==> src/tri_pkg.sv <==
package tri_pkg;

    localparam int tri_n = 16; // rows and samples

    typedef logic [3:0]  idx_t;    // row or column index
    typedef logic [7:0]  addr_t;   // {row, col}
    typedef logic [7:0]  sample_t; // unsigned sample
    typedef logic [15:0] coef_t;   // table coefficient
    typedef logic [31:0] acc_t;    // row sum, max 64*255*16

    typedef enum logic {
        st_idle,
        st_run
    } ctrl_state_t;

endpackage

==> src/coef_lut.sv <==
`timescale 1ns/1ps

// u table: 4*(row-col+1) for col <= row, else 0
module lut_u_module #(
    parameter int DATA_WIDTH = 16,
    parameter int ADDR_WIDTH = 8
) (
    input  logic                  enable,
    input  logic [ADDR_WIDTH-1:0] addr,
    output logic [DATA_WIDTH-1:0] q
);

    localparam int HW = ADDR_WIDTH / 2;

    logic [HW-1:0] r;
    logic [HW-1:0] c;
    logic [HW:0]   diff; // row - col + 1, up to 2**HW

    assign r    = addr[ADDR_WIDTH-1:HW];
    assign c    = addr[HW-1:0];
    assign diff = {1'b0, r} - {1'b0, c} + 1'b1;

    always_comb begin
        if (enable && (c <= r)) begin
            q = DATA_WIDTH'({diff, 2'b00}); // times 4
        end else begin
            q = '0;
        end
    end

endmodule

// v table: 4*(row-col) for col < row, else 0
module lut_v_module #(
    parameter int DATA_WIDTH = 16,
    parameter int ADDR_WIDTH = 8
) (
    input  logic [ADDR_WIDTH-1:0] addr,
    output logic [DATA_WIDTH-1:0] q
);

    localparam int HW = ADDR_WIDTH / 2;

    logic [HW-1:0] r;
    logic [HW-1:0] c;

    assign r = addr[ADDR_WIDTH-1:HW];
    assign c = addr[HW-1:0];
    assign q = (c < r) ? DATA_WIDTH'({r - c, 2'b00}) : '0; // upper half and diagonal are 0

endmodule

==> src/row_accumulator.sv <==
`timescale 1ns/1ps

module row_accumulator (
    input  logic             clk,
    input  logic             arst_n,
    input  logic             run,
    input  logic             row_end,
    input  tri_pkg::idx_t    row,
    input  tri_pkg::idx_t    col,
    input  tri_pkg::sample_t x,
    input  tri_pkg::coef_t   cu,
    input  tri_pkg::coef_t   cv,
    output logic             out_valid,
    output tri_pkg::idx_t    out_row,
    output tri_pkg::acc_t    y_u,
    output tri_pkg::acc_t    y_v
);

    tri_pkg::acc_t acc_u;
    tri_pkg::acc_t acc_v;
    tri_pkg::acc_t sum_u;
    tri_pkg::acc_t sum_v;
    logic          first;

    assign first = (col == '0); // fresh sum at column 0

    assign sum_u = (first ? '0 : acc_u) + tri_pkg::acc_t'(cu) * tri_pkg::acc_t'(x);
    assign sum_v = (first ? '0 : acc_v) + tri_pkg::acc_t'(cv) * tri_pkg::acc_t'(x);

    always_ff @(posedge clk) begin
        if (run) begin
            acc_u <= sum_u;
            acc_v <= sum_v;
        end
    end

    always_ff @(posedge clk or negedge arst_n) begin
        if (!arst_n) begin
            out_valid <= 1'b0;
            out_row   <= '0;
            y_u       <= '0;
            y_v       <= '0;
        end else begin
            out_valid <= run && row_end;
            if (run && row_end) begin
                out_row <= row;
                y_u     <= sum_u; // includes the diagonal term
                y_v     <= sum_v;
            end
        end
    end

endmodule

==> src/sample_mem.sv <==
`timescale 1ns/1ps

module sample_mem (
    input  logic              clk,
    input  logic              arst_n,
    input  logic              we,
    input  tri_pkg::idx_t     wr_idx,
    input  tri_pkg::sample_t  wr_data,
    input  tri_pkg::idx_t     rd_idx,
    output tri_pkg::sample_t  rd_data
);

    tri_pkg::sample_t mem [tri_pkg::tri_n];

    always_ff @(posedge clk or negedge arst_n) begin
        if (!arst_n) begin
            for (int i = 0; i < tri_pkg::tri_n; i++) begin
                mem[i] <= '0;
            end
        end else if (we) begin
            mem[wr_idx] <= wr_data;
        end
    end

    assign rd_data = mem[rd_idx]; // combinational read at current column

endmodule

==> src/tri_ctrl_fsm.sv <==
`timescale 1ns/1ps

module tri_ctrl_fsm (
    input  logic clk,
    input  logic arst_n,
    input  logic start,
    input  logic wr,
    input  logic tri_end,
    output logic mem_we,
    output logic cnt_clr,
    output logic run,
    output logic busy,
    output logic done
);

    tri_pkg::ctrl_state_t state;
    tri_pkg::ctrl_state_t state_nxt;
    logic                 idle_ok;

    assign run     = (state == tri_pkg::st_run);
    assign busy    = run || done;  // held through the last result cycle
    assign idle_ok = !busy;
    assign cnt_clr = start && idle_ok;
    assign mem_we  = wr && idle_ok; // no writes while running

    always_comb begin
        state_nxt = state;
        case (state)
            tri_pkg::st_idle: begin
                if (cnt_clr) begin
                    state_nxt = tri_pkg::st_run;
                end
            end
            tri_pkg::st_run: begin
                if (tri_end) begin
                    state_nxt = tri_pkg::st_idle;
                end
            end
            default: state_nxt = tri_pkg::st_idle;
        endcase
    end

    always_ff @(posedge clk or negedge arst_n) begin
        if (!arst_n) begin
            state <= tri_pkg::st_idle;
            done  <= 1'b0;
        end else begin
            state <= state_nxt;
            done  <= run && tri_end; // lines up with row 15 out_valid
        end
    end

endmodule

==> src/tri_engine_top.sv <==
`timescale 1ns/1ps

module tri_engine_top (
    input  logic             clk,
    input  logic             arst_n,
    input  logic             wr,
    input  tri_pkg::idx_t    wr_idx,
    input  tri_pkg::sample_t wr_data,
    input  logic             start,
    output logic             busy,
    output logic             out_valid,
    output tri_pkg::idx_t    out_row,
    output tri_pkg::acc_t    y_u,
    output tri_pkg::acc_t    y_v,
    output logic             done
);

    localparam int DATA_WIDTH = $bits(tri_pkg::coef_t);
    localparam int ADDR_WIDTH = $bits(tri_pkg::addr_t);

    logic             mem_we;
    logic             cnt_clr;
    logic             run;
    logic             row_end;
    logic             tri_end;
    tri_pkg::idx_t    row;
    tri_pkg::idx_t    col;
    tri_pkg::addr_t   addr;
    tri_pkg::sample_t x;
    tri_pkg::coef_t   cu;
    tri_pkg::coef_t   cv;

    assign addr = {row, col}; // row in high nibble

    tri_ctrl_fsm u_fsm (
        .clk(clk), .arst_n(arst_n), .start(start), .wr(wr), .tri_end(tri_end),
        .mem_we(mem_we), .cnt_clr(cnt_clr), .run(run), .busy(busy), .done(done)
    );

    tri_index_counter u_cnt (
        .clk(clk), .arst_n(arst_n), .cnt_clr(cnt_clr), .run(run),
        .row(row), .col(col), .row_end(row_end), .tri_end(tri_end)
    );

    sample_mem u_mem (
        .clk(clk), .arst_n(arst_n), .we(mem_we), .wr_idx(wr_idx), .wr_data(wr_data),
        .rd_idx(col), .rd_data(x)
    );

    lut_u_module #(.DATA_WIDTH(DATA_WIDTH), .ADDR_WIDTH(ADDR_WIDTH)) u_lut_u (
        .enable(run), .addr(addr), .q(cu)
    );

    lut_v_module #(.DATA_WIDTH(DATA_WIDTH), .ADDR_WIDTH(ADDR_WIDTH)) u_lut_v (
        .addr(addr), .q(cv)
    );

    row_accumulator u_acc (
        .clk(clk), .arst_n(arst_n), .run(run), .row_end(row_end), .row(row), .col(col),
        .x(x), .cu(cu), .cv(cv),
        .out_valid(out_valid), .out_row(out_row), .y_u(y_u), .y_v(y_v)
    );

endmodule

==> src/tri_index_counter.sv <==
`timescale 1ns/1ps

module tri_index_counter (
    input  logic          clk,
    input  logic          arst_n,
    input  logic          cnt_clr,
    input  logic          run,
    output tri_pkg::idx_t row,
    output tri_pkg::idx_t col,
    output logic          row_end,
    output logic          tri_end
);

    localparam tri_pkg::idx_t LAST = tri_pkg::idx_t'(tri_pkg::tri_n - 1);

    always_ff @(posedge clk or negedge arst_n) begin
        if (!arst_n) begin
            row <= '0;
            col <= '0;
        end else if (cnt_clr) begin
            row <= '0;
            col <= '0;
        end else if (run) begin
            if (row_end) begin
                row <= row + 1'b1; // wraps to 0 after last row
                col <= '0;
            end else begin
                col <= col + 1'b1;
            end
        end
    end

    // diagonal reached
    assign row_end = (col == row);
    assign tri_end = (row == LAST) && (col == LAST);

endmodule

==> config.mk <==
export PLATFORM = sky130hd
export DESIGN_NAME = tri_engine_top
export DESIGN_NICKNAME = d
export VERILOG_FILES = /design/src/tri_pkg.sv /design/src/coef_lut.sv /design/src/row_accumulator.sv /design/src/sample_mem.sv /design/src/tri_ctrl_fsm.sv /design/src/tri_engine_top.sv /design/src/tri_index_counter.sv
export SDC_FILE = /design/constraint.sdc
export NUM_CORES = 1
export LEC_CHECK = 0
export BUFFER_PORTS_ARGS = -buffer_cell sky130_fd_sc_hd__buf_4
export CAP_MARGIN = 0
export CORE_ASPECT_RATIO = 1.2
export CORE_MARGIN = 8
export CORE_UTILIZATION = 25
export CTS_CLUSTER_SIZE = 25
export DETAILED_ROUTE_END_ITERATION = 10
export GPL_TIMING_DRIVEN = 0
export PLACE_DENSITY = 0.48
export SLEW_MARGIN = 10
export SYNTH_ARGS = -nofsm -noshare
export SYNTH_HDL_FRONTEND = slang
export SYNTH_SLANG_ARGS = --single-unit
==> constraint.sdc <==
create_clock -name clk -period 9.8 [get_ports clk]
set_input_delay 1.96 -clock clk [delete_from_list [all_inputs] [get_ports clk]]
set_output_delay 1.96 -clock clk [all_outputs]
set_load 0.02 [all_outputs]
Word level (Yosys, flattened, before mapping)
Cells that the tools add are included.
{"block": "op_classes", "order_cmp": 5, "multipliers": 2, "bitwise": 3, "mux": 19, "reduce_logical": 13, "n_eq_ne": 3, "addsub": 7}
{"op": "$bwmux 128", "count": 1}
{"op": "$add 32x24->32", "count": 2}
{"op": "$mux 32", "count": 2}
{"op": "$bmux 8 s4", "count": 1}
{"op": "$demux 8 s4", "count": 1}
{"op": "$mux 4", "count": 6}
{"op": "$mux 8", "count": 3}
{"op": "$mul 7x8->15", "count": 1}
{"op": "$mul 6x8->14", "count": 1}
{"op": "$ge 5x5->1 const B", "count": 2}
{"op": "$not 4->5", "count": 2}
{"op": "$add 4x1->4 const B", "count": 2}
{"op": "$eq 4x4->1 const B", "count": 2}
{"op": "$logic_and 1x1->1", "count": 7}
{"op": "$mux 7", "count": 1}
{"op": "$mux 6", "count": 1}
{"op": "$add 5x1->5 const B", "count": 1}
{"op": "$lt 5x1->1 const B", "count": 1}
{"op": "$sub 4x4->5", "count": 1}
{"op": "$eq 4x4->1", "count": 1}
{"op": "$le 4x4->1", "count": 1}
{"op": "$logic_not 4->1", "count": 1}
{"op": "$lt 4x4->1", "count": 1}
{"op": "$reduce_bool 2->1", "count": 2}
{"op": "7 further kinds", "count": 8}
{"block": "word_totals", "wordCells": 78, "regBits": 271, "output_inout_bits": 71}

Logic depth before layout (Yosys ltp)
Gate-level depths: netlist (run 1).
{"block": "logic_depth", "ltp_word": 6, "depth_mapped": 34, "mapped_depth_nobuf": 32}

Hierarchy
From an unflattened synthesis (run 1), not the netlist that was laid out.
{"block": "unflattened", "cells_unflattened": 2114, "area_unflattened_um2": 22142.5}
{"module": "row_accumulator", "instances": 1, "area_each_um2": 15029.4, "cells_per_inst": 1600, "seq_area_each_um2": 3648.5}
{"module": "sample_mem", "instances": 1, "area_each_um2": 5870.6, "cells_per_inst": 365, "seq_area_each_um2": 3203.1}
{"module": "tri_index_counter", "instances": 1, "area_each_um2": 467.9, "cells_per_inst": 53, "seq_area_each_um2": 200.2}
{"module": "lut_u_module", "instances": 1, "area_each_um2": 389.1, "cells_per_inst": 48, "seq_area_each_um2": 0.0}
{"module": "lut_v_module", "instances": 1, "area_each_um2": 285.3, "cells_per_inst": 39, "seq_area_each_um2": 0.0}
{"module": "tri_ctrl_fsm", "instances": 1, "area_each_um2": 100.1, "cells_per_inst": 9, "seq_area_each_um2": 50.0}

Worst setup path before layout (run 1)
Ideal clock, no wire load.
{"block": "synth_timing", "kind": "register -> register", "from": "register u_fsm.state, in the netlist u_fsm.run", "to": "register u_acc.y_u[27]", "path_slack_ps": 2055, "setup_ps": 125, "arrival_ps": 7620, "n_path_buf": 1, "required_time_ps": 9675, "stages_incl_launch_ff": 26, "synth_period_minus_slack_ps": 7745, "path_cell_list": "dfrtp_1 clkbuf_1 inv_1 a31oi_1 nand2_1 or2_2 fa_1 fa_1 inv_1 fa_1 ha_1 ha_1 fa_1 a21oi_1 nor2_1 nor2_1 o21bai_1 a21oi_1 xnor2_1 ha_1 nand2_1 or2_2 a31oi_1 o21ai_0 xor2_1 mux2_2"}
{"block": "synth_between", "elab_chain_len": 4}
{"item": "start: declaration", "line": "tri_ctrl_fsm.sv:16", "source": "tri_pkg::ctrl_state_t state;"}
{"item": "start signal: assignment", "line": "tri_ctrl_fsm.sv:45", "source": "state <= tri_pkg::st_idle;"}
{"item": "start signal: assignment", "line": "tri_ctrl_fsm.sv:48", "source": "state <= state_nxt;"}
{"item": "$logic_and 1x1->1", "line": "coef_lut.sv:24", "source": "if (enable && (c <= r)) begin"}
{"item": "$mux 7", "line": "coef_lut.sv:24"}
{"item": "$mul 7x8->15", "line": "row_accumulator.sv:27", "source": "assign sum_u = (first ? '0 : acc_u) + tri_pkg::acc_t'(cu) * tri_pkg::acc_t'(x);"}
{"item": "$add 32x24->32", "line": "row_accumulator.sv:27"}
{"item": "net u_acc.sum_u[27]", "line": "row_accumulator.sv:21", "source": "tri_pkg::acc_t sum_u;"}
{"item": "end signal: assignment", "line": "row_accumulator.sv:47", "source": "y_u <= sum_u;"}
{"item": "end: declaration", "line": "row_accumulator.sv:15", "source": "output tri_pkg::acc_t y_u,"}
The timed path passes the listed nets, and every way through them passes these cells.
A chain may end at the register's enable or synchronous reset.

Worst setup path in the final report (run 1)
{"block": "layout_timing", "from": "register u_cnt.col[2]", "to": "register u_acc.y_u[19]"}
{"block": "layout_between", "elab_chain_len": 6}
{"item": "start: declaration", "line": "tri_index_counter.sv:9", "source": "output tri_pkg::idx_t col,"}
{"item": "start signal: assignment", "line": "tri_index_counter.sv:28", "source": "col <= col + 1'b1;"}
{"item": "branches (longest 5 deep; another with $mul 7x8->15)"}
{"item": "$add 32x24->32 *", "line": "row_accumulator.sv:27"}
{"item": "net u_acc.sum_u[19]", "line": "row_accumulator.sv:21"}
Mark *: on every way through the listed nets, which the timed path passes. The select of a mux whose other input is x is not followed.

==> flow_summary.toml, run 1 <==
[power]
power.density_mw_per_mm2 = 344
peakVddDrop_v = 0.000135
power.leakage_nw = 8.61

[setup_path]
worstPathMaxFanout = 10
cp_slowest_stage_delay_ns = 0.61
r2r_end = "u_acc.y_u[19]"
startpoint_type = "flip-flop"
path_delay_family = "adder cells"
critPathSlowestCell = "a31oi_1"
critPathKind = "flip-flop to flip-flop"
crit_arrival_ns = 9.30
required_ns = 10.21
cp-end-kind = "flip-flop"
r2r-start = "u_cnt.col[2]"
rr_worst_depth = 29
reg2reg_slack_ns = 0.91
critPathBufInv = 5

[sta]
post-route-min-period_ns = 8.89
clock.fmax_ghz = 0.113
final-hold-violation-count = 0
tns_ns = 0
skew_ns = 0.0179
setup-violations-final = 0
rsz0062_at_grt = "no"
final_max_slew_viol_count = 0
worst_pin_slew_ns = 0.959
slew_headroom_pct = 35.8
setup_slack_ns = 0.915
post-route-period-util_pct = 90.7

[placement]
hpwl_um = 28700
numPortBuffers = 84
place_congestion = 0.798
pre_cts_slack_ns = 0.907

[global_routing]
grt_pass1_wl_um = 62700
track_usage_pct = 11.3
use_met2_pct = 19.9
grt-busiest-layer = "met2"
antenna_found_initial = 1
grt_use_met1_pct = 14.2
grt_pass1_vias = 11000
grt.overflow.total = 0
grt_util_met3_pct = 1.87
grt_max_degree = 88

[floorplan]
chipWidth_um = 242
rows = 99
start_util_pct = 25.2
io_pins = 87
dieArea_mm2 = 0.0693
fp.dieH_um = 287
core_region_area_mm2 = 0.0607

[clocking]
cts_num_sinks = 271
ctsLongestPathBuffers = 3
path_clk_slew_ns = 0.06
cts_tree = "done"
post_cts_buffers = 0
clk_latency_ns = 0.53
cts_hold_buf = 0
root_buffer = "clkbuf_16"
cts_htree_levels = 2
postCtsResizedCells = 0
cts_inserted_buffers = 34

[min_path]
min_from = "u_acc.y_v[13]"
hp-class = "flip-flop to flip-flop"
holdPathStages = 2
hold_path_end = "u_acc.y_v[13]"

[finish]
final_common_cell = "dfrtp_1"
syn_to_final_growth_pct = 19.2
layout.nets = 1587
drive_gt1_share_pct = 23.8
antennaDiodeCount = 0
final_cell_mix = "dfrtp_1, nand2_1, mux2_2"

[logic_synthesis]
ys_types = 59
synth_seq_cells = 271
synth-edff-count = 64
synthArstFlopShare_pct = 76.4
seq_area_frac_synth_pct = 46.5
yosysWarnings = 0
ys.flop_type = "dfrtp_1"
synthesis.nets = 1464
netlist_instances = 1320
syn_area_per_cell_um2 = 11.6
syn_area_mm2 = 0.0153

[detailed_routing]
vias = 10100
drt_iter0_drc = 578
drt-total-wl_um = 39100
wl_per_cell_um = 17.2
vias_per_cell = 4.45
drtAntennaViolNets = 0
drc = 0
drt_first_pass_iters = 7

[outcome]
run_status = "complete, no violations"

[flow_run]
maxCapViolCount = 0
flip-flops by register name, summed over array words and instances, names as in the netlist:
signal,count
u_acc.acc_v,32
u_acc.out_row,4
u_acc.out_valid,1
u_cnt.col,4
u_acc.y_u,32
u_acc.acc_u,32
u_fsm.done,1
u_acc.y_v,32
u_cnt.row,4
u_fsm.run,1
u_mem.mem,128
Yosys cell counts, drive strengths merged, types with 12 or more instances:
cell / n / share of area (%)
nand4: 12 / 0.49
nor2b: 33 / 1.4
fa: 36 / 4.7
nand3: 30 / 1.0
buf: 13 / 0.41
edfxtp: 64 / 13
mux2: 150 / 11
dfrtp: 207 / 34
nand2: 179 / 4.4
o21ai: 34 / 1.1
nor2: 114 / 2.8
and3: 14 / 0.57
clkbuf: 34 / 0.84
xnor2: 35 / 2.0
inv: 59 / 1.4
mux4: 35 / 5.2
xor2: 43 / 2.5
a21oi: 39 / 1.3
ha: 92 / 7.5
cell families after synthesis:
logic type / count (synthesis) / synth area share [%]
DFF: 271 / 46.5
AOI/OAI and AO/OA: 120 / 4.95
adders and majority gates: 129 / 12.3
and+or+nand+nor: 430 / 12.9
xor gates and xnor gates: 78 / 4.47
muxes: 185 / 16.2
buffers and inverters: 107 / 2.72
worst max-delay path by stage:
stage	from	endpoint	slack (ns)	depth (start not counted)
finish	u_cnt.col[2]	u_acc.y_u[19]	0.91	29
global route	u_cnt.col[2]	u_acc.y_u[19]	0.21	29
CTS	u_cnt.col[2]	u_acc.y_u[19]	0.87	29
detailed placement	u_cnt.col[2]	u_acc.y_u[19]	0.91	29
global placement	u_fsm.run	u_acc.y_u[19]	0.11	25
floorplan	u_fsm.run	u_acc.y_u[27]	2.06	25
worst reg2reg max path: cells and delay by family, from the launching register on:
family | cells | cell delay [ns]
AND/OR/NAND/NOR | 7 | 1.72
AO/OA/AOI/OAI | 6 | 1.89
buffers and inverters | 5 | 1.07
XOR/XNOR | 2 | 0.35
multiplexers | 1 | 0.28
flip-flops | 1 | 0.32
adder cells (fa/ha/maj) | 8 | 3.15
per-stage QoR:
stage / util [%] / total power [mW] / cells / cell area [um^2] / hold slack, ns
2_1_floorplan: - / 4.00 / 1320 / 15300 / 0.474
6_report: 30.0 / 6.26 / 2274 / 18200 / 0.469
4_1_cts: 30.0 / 6.37 / 2274 / 18200 / 0.478
3_5_place_dp: 28.0 / 4.97 / 2215 / 17000 / 0.465
3_3_place_gp: 27.9 / 4.95 / 2212 / 16900 / 0.466
5_1_grt: 30.0 / 6.82 / 2274 / 18200 / 0.487
power by group:
part           switching (mW)  total [mW]  internal [mW]
Combinational            1.97        3.18           1.21
Sequential              0.173        1.74           1.57
Clock                   0.488        1.34          0.854
Total                    2.63        6.26           3.63
final cells by class:
cell class / count / area (um^2)
fill: 6297 / 42500
buffer: 47 / 190
multi-input combinational: 942 / 7760
inverter: 60 / 225
timing repair buffer: 87 / 721
tap: 808 / 1010
sequential: 271 / 7110
clock inverter: 10 / 223
clock buffer: 49 / 978
per-layer routing:
| metal | up-vias | part of all wire [%] |
|---|---|---|
| met3 | 41 | 2.8 |
| met1 | 5122 | 45 |
| met2 | 134 | 50 |
| met4 | 0 | 2.2 |
| li1 | 4831 | - |
| met5 | - | 0 |
Note: power is estimated with default switching activity, not from simulation.
==> run 2, diff against run 1 <==
--- a/config.mk
+++ b/config.mk
@@ -7,13 +7,15 @@
 export LEC_CHECK = 0
 export BUFFER_PORTS_ARGS = -buffer_cell sky130_fd_sc_hd__buf_4
 export CAP_MARGIN = 0
+export CELL_PAD_IN_SITES_DETAIL_PLACEMENT = 1
+export CELL_PAD_IN_SITES_GLOBAL_PLACEMENT = 2
 export CORE_ASPECT_RATIO = 1.2
 export CORE_MARGIN = 8
 export CORE_UTILIZATION = 25
 export CTS_CLUSTER_SIZE = 25
 export DETAILED_ROUTE_END_ITERATION = 10
 export GPL_TIMING_DRIVEN = 0
-export PLACE_DENSITY = 0.48
+export PLACE_DENSITY = 0.61
 export SLEW_MARGIN = 10
 export SYNTH_ARGS = -nofsm -noshare
 export SYNTH_HDL_FRONTEND = slang
==> run 2 against run 1 <==
Against the previous run:
- sequential share of layout area grew 0.19 points
- global-route usage up 1.2 points
- combinational power grew 3%
- total power hardly changed
- die area unchanged
- cell count increased by 0.13%
- clock skew is 0.0029 ns lower
- sequential power about the same
- setup slack got worse by 0.24 ns
- maximum frequency down 2.6%
- largest cell class unchanged
==> flow_summary.toml, run 2 (synthesized netlist as in run 1, its figures left out) <==
[global_routing]
grt_max_degree = 86
track_usage_pct = 12.4
grt_pass1_vias = 11700
grt_pass1_wl_um = 68500
antenna_found_initial = 0
grt.overflow.total = 0

[detailed_routing]
wl_per_cell_um = 18.8
drtAntennaViolNets = 0
drt_first_pass_iters = 5
drt-total-wl_um = 42800
drt_iter0_drc = 346
vias = 10200
vias_per_cell = 4.50
drc = 0

[clocking]
path_clk_slew_ns = 0.06
post_cts_buffers = 0
root_buffer = "clkbuf_16"
ctsLongestPathBuffers = 3
postCtsResizedCells = 0
cts_inserted_buffers = 35
cts_num_sinks = 271
cts_hold_buf = 0
clk_latency_ns = 0.54
cts_htree_levels = 2
cts_tree = "done"

[setup_path]
cp_slowest_stage_delay_ns = 0.69
critPathSlowestCell = "a31oi_1"
required_ns = 10.22
critPathKind = "flip-flop to flip-flop"
cp-end-kind = "flip-flop"
critPathBufInv = 5
worstPathMaxFanout = 10
crit_arrival_ns = 9.55
startpoint_type = "flip-flop"
path_delay_family = "adder cells"

[sta]
slew_headroom_pct = 35.7
post-route-period-util_pct = 93.1
final-hold-violation-count = 0
post-route-min-period_ns = 9.13
rsz0062_at_grt = "no"
clock.fmax_ghz = 0.110
setup-violations-final = 0
worst_pin_slew_ns = 0.961
final_max_slew_viol_count = 0
skew_ns = 0.0150
setup_slack_ns = 0.673

[placement]
place_congestion = 0.752
placed_cell_area_mm2 = 0.0170
hpwl_um = 31500
numPortBuffers = 84
pre_cts_slack_ns = 0.694
dp_cells = 2215

[power]
peakVddDrop_v = 0.000107
power.leakage_nw = 8.57
power.density_mw_per_mm2 = 345

[floorplan]
chipWidth_um = 242
core_region_area_mm2 = 0.0607
dieArea_mm2 = 0.0693
rows = 99
start_util_pct = 25.2
io_pins = 87
fp.dieH_um = 287

[flow_run]
maxCapViolCount = 0

[finish]
layout.cells.non_filler = 2277
final_common_cell = "dfrtp_1"
syn_to_final_growth_pct = 18.6
drive_gt1_share_pct = 23.8
layout.nets = 1588
final_cell_mix = "dfrtp_1, nand2_1, mux2_2"
final_area_mm2 = 0.0181
largest_reg_flops = 128
largest-register = "u_mem.mem"
fillerInstances = 6759
antennaDiodeCount = 0

[outcome]
run_status = "complete, no violations"

[min_path]
hp-class = "flip-flop to flip-flop"
## run 2: cell count changes in the layout (fill, tap and decap cells not counted)
cell	previous run	this run
inv_6	0	1
bufinv_16	6	1
clkinv_4	0	1
clkinv_2	2	4
clkinvlp_4	0	1
clkbuf_1	43	44
clkinv_16	0	1
inv_4	0	1
clkinv_8	2	1
clkinv_1	1	2
## run 2: area by class of cell
| cell class | instances | area, um^2 | area share (%) |
|---|---|---|---|
| multi-input combinational | 942 | 7760 | 42.8 |
| timing repair buffer | 87 | 721 | 3.98 |
| tap | 808 | 1010 | 5.58 |
| clock buffer | 50 | 982 | 5.42 |
| sequential | 271 | 7110 | 39.2 |
| clock inverter | 12 | 131 | 0.725 |
| buffer | 47 | 190 | 1.05 |
| inverter | 60 | 225 | 1.24 |
## run 2: final timing paths
| check | startpoint | end | slack, ns | depth (start not counted) |
|---|---|---|---|---|
| setup reg to reg | u_cnt.col[2] | u_acc.y_u[19] | 0.67 | 29 |
| max in group asynchronous | arst_n | u_fsm.run | 7.27 | 3 |
| hold reg to reg | u_acc.y_v[14] | u_acc.y_v[14] | 0.47 | 2 |
| min in group asynchronous | arst_n | u_acc.out_valid | 1.33 | 1 |
| hold / removal | u_acc.y_v[14] | u_acc.y_v[14] | 0.47 | 2 |
| setup / recovery | u_cnt.col[2] | u_acc.y_u[19] | 0.67 | 29 |
## run 2: worst reg2reg max path: cells and delay by family, from the launching register on
kind	cells	cell delay, ns
AO/OA/AOI/OAI	6	1.99
XOR/XNOR	2	0.34
adder cells (fa/ha/maj)	8	3.15
buffers and inverters	5	1.06
flip-flops	1	0.31
multiplexers	1	0.28
AND/OR/NAND/NOR	7	1.86
## run 2: metal layers
metal | part of all wire (%) | wire length (um) | track usage (%) | vias to the layer above
met2 | 52 | 22100 | 22.6 | 119
met5 | 0 | 0 | 0 | -
met3 | 2.8 | 1220 | 2.24 | 47
met4 | 1.8 | 777 | 3.05 | 0
li1 | - | - | - | 4854
met1 | 44 | 18700 | 15.1 | 5226
## run 2: power breakdown
| part | internal [mW] | switching [mW] | leakage (nW) |
|---|---|---|---|
| registers | 1.57 | 0.174 | 3.49 |
| logic | 1.22 | 2.05 | 4.54 |
| clock network | 0.731 | 0.517 | 0.542 |
| total | 3.52 | 2.75 | 8.57 |
## run 2: stage by stage
step                power [mW]  hold slack [ns]  utilization [%]  setup TNS [ns]
floorplan                 4.00            0.474                -               0
global placement          5.03            0.460             27.9           -1.29
detailed placement        5.08            0.466             28.0               0
CTS                       6.40            0.480             29.9               0
global route              6.81            0.506             29.9               0
finish                    6.26            0.473             29.9               0
==> run 3, diff against run 2 <==
--- a/config.mk
+++ b/config.mk
@@ -7,15 +7,15 @@
 export LEC_CHECK = 0
 export BUFFER_PORTS_ARGS = -buffer_cell sky130_fd_sc_hd__buf_4
 export CAP_MARGIN = 0
-export CELL_PAD_IN_SITES_DETAIL_PLACEMENT = 1
-export CELL_PAD_IN_SITES_GLOBAL_PLACEMENT = 2
+export CELL_PAD_IN_SITES_DETAIL_PLACEMENT = 0
+export CELL_PAD_IN_SITES_GLOBAL_PLACEMENT = 1
 export CORE_ASPECT_RATIO = 1.2
 export CORE_MARGIN = 8
 export CORE_UTILIZATION = 25
-export CTS_CLUSTER_SIZE = 25
+export CTS_CLUSTER_SIZE = 16
 export DETAILED_ROUTE_END_ITERATION = 10
 export GPL_TIMING_DRIVEN = 0
-export PLACE_DENSITY = 0.61
+export PLACE_DENSITY = 0.55
 export SLEW_MARGIN = 10
 export SYNTH_ARGS = -nofsm -noshare
 export SYNTH_HDL_FRONTEND = slang
==> run 3 against run 2 <==
Against the previous run:
- wire length down 7.0%
- die area stayed put
- register-to-register slack gained 0.17 ns
- non-clock buffer count unchanged
- first-iteration DRC count is 25% higher
- sequential cell count unchanged
- sequential share of layout area shrank 0.12 points
- cell count barely moved
- clock skew increased by 0.011 ns
- global-route usage decreased by 0.91 points
- critical endpoint unchanged
- largest cell class unchanged
==> flow_summary.toml, run 3 (synthesized netlist as in run 1, its figures left out) <==
[finish]
drive_gt1_share_pct = 24.0
final_cell_mix = "dfrtp_1, nand2_1, mux2_2"
layout.nets = 1587
largest_reg_flops = 128
final_common_cell = "dfrtp_1"
antennaDiodeCount = 0
syn_to_final_growth_pct = 19.0
largest-register = "u_mem.mem"

[power]
power.leakage_nw = 8.60
comb_power_share_pct = 51.3
pwr-share-seq_pct = 27.8
power.share.switching_pct = 42.7
p_sw_mw = 2.67
peakVddDrop_v = 0.000135
p_int_mw = 3.57
power.density_mw_per_mm2 = 343
clkPwrFrac_pct = 20.9

[sta]
final_max_slew_viol_count = 0
worst_pin_slew_ns = 0.997
tns_ns = 0
post-route-min-period_ns = 8.96
setup_slack_ns = 0.839
setup-violations-final = 0
skew_ns = 0.0257
clock.fmax_ghz = 0.112
final-hold-violation-count = 0
rsz0062_at_grt = "no"
slew_headroom_pct = 33.3
post-route-period-util_pct = 91.4

[setup_path]
cp-end-kind = "flip-flop"
critPathSlowestCell = "a31oi_1"
critPathBufInv = 5
cp_slowest_stage_delay_ns = 0.64
startpoint_type = "flip-flop"
worstPathMaxFanout = 10
path_delay_family = "adder cells"
crit_arrival_ns = 9.38
critPathKind = "flip-flop to flip-flop"
required_ns = 10.22

[clocking]
cts_htree_levels = 2
path_clk_slew_ns = 0.06
root_buffer = "clkbuf_16"
cts_tree = "done"
postCtsResizedCells = 0
cts_inserted_buffers = 34
cts_num_sinks = 271
ctsLongestPathBuffers = 3
cts_hold_buf = 0
clk_latency_ns = 0.54
post_cts_buffers = 0

[min_path]
hp-class = "flip-flop to flip-flop"

[detailed_routing]
drt_iter0_drc = 434
vias = 10100
wl_per_cell_um = 17.5
drt-total-wl_um = 39800
drt_first_pass_iters = 5
vias_per_cell = 4.44
drtAntennaViolNets = 0
drc = 0

[floorplan]
start_util_pct = 25.2
core_region_area_mm2 = 0.0607
dieArea_mm2 = 0.0693
rows = 99
io_pins = 87
chipWidth_um = 242
fp.dieH_um = 287

[global_routing]
antenna_found_initial = 0
grt_pass1_vias = 11000
grt.overflow.total = 0
grt_max_degree = 88
track_usage_pct = 11.5
grt_pass1_wl_um = 63800

[placement]
numPortBuffers = 84
hpwl_um = 29100
pre_cts_slack_ns = 0.853
place_congestion = 0.767

[flow_run]
maxCapViolCount = 0

[outcome]
run_status = "complete, no violations"
## run 3: changes by cell type in the layout (fill, tap and decap cells not counted)
cell | previous run | this run
clkbuf_8 | 5 | 9
clkinv_4 | 1 | 0
clkinvlp_4 | 1 | 0
clkinv_8 | 1 | 2
clkbuf_16 | 35 | 36
clkinv_2 | 4 | 3
clkinv_16 | 1 | 0
bufinv_16 | 1 | 2
clkbuf_1 | 44 | 41
inv_4 | 1 | 0
## run 3: metrics by stage
step | hold WS [ns] | std cells | utilization, % | total power [mW] | instance area [um^2]
detailed placement | 0.464 | 2215 | 28.0 | 5.01 | 17000
finish | 0.471 | 2276 | 30.0 | 6.24 | 18200
global route | 0.506 | 2276 | 30.0 | 6.81 | 18200
floorplan | 0.474 | 1320 | - | 4.00 | 15300
CTS | 0.478 | 2276 | 30.0 | 6.36 | 18200
global placement | 0.463 | 2212 | 27.9 | 4.99 | 16900
## run 3: metal layers
metal | global-route usage (%) | wire length, um | share of wire, %
met3 | 1.99 | 1310 | 3.3
met1 | 14.6 | 18000 | 45
met2 | 20.2 | 19700 | 49
met5 | 0 | 0 | 0
met4 | 3.03 | 808 | 2.0
## run 3: power by group through the flow
stage                     Clock, mW  Sequential [mW]  Combinational [mW]
after floorplan                   0             1.82                2.18
after global placement            0             1.76                3.23
after detailed placement          0             1.76                3.25
after CTS                      1.35             1.74                3.27
after global routing           1.38             1.78                3.64
final                          1.30             1.74                3.20
## run 3: path summary, 6_finish.rpt
| check | startpoint | end | slack [ns] | cells past startpoint |
|---|---|---|---|---|
| min in group asynchronous | arst_n | u_acc.y_v[0] | 1.32 | 1 |
| worst min register to register | u_acc.y_v[13] | u_acc.y_v[13] | 0.47 | 2 |
| max in group asynchronous | arst_n | u_acc.y_v[10] | 7.25 | 3 |
| worst max register to register | u_cnt.col[2] | u_acc.y_u[19] | 0.84 | 29 |
| worst max-delay path | u_cnt.col[2] | u_acc.y_u[19] | 0.84 | 29 |
| worst min-delay path | u_acc.y_v[13] | u_acc.y_v[13] | 0.47 | 2 |
## run 3: worst register-to-register path: cells and delay by family, from the launching register on
family / cells / cell delay (ns)
buffers and inverters: 5 / 1.12
AO/OA/AOI/OAI: 6 / 1.94
adder cells (fa/ha/maj): 8 / 3.13
flip-flops: 1 / 0.31
multiplexers: 1 / 0.28
XOR/XNOR: 2 / 0.34
AND/OR/NAND/NOR: 7 / 1.75
## run 3: cell type report
cell class                      instances  area, um^2
Buffer                                 47         190
Clock buffer                           52        1050
Clock inverter                          9         120
Fill cell                            6269       42500
Inverter                               60         225
Multi-Input combinational cell        942        7760
Sequential cell                       271        7110
Tap cell                              808        1010
Timing Repair Buffer                   87         721
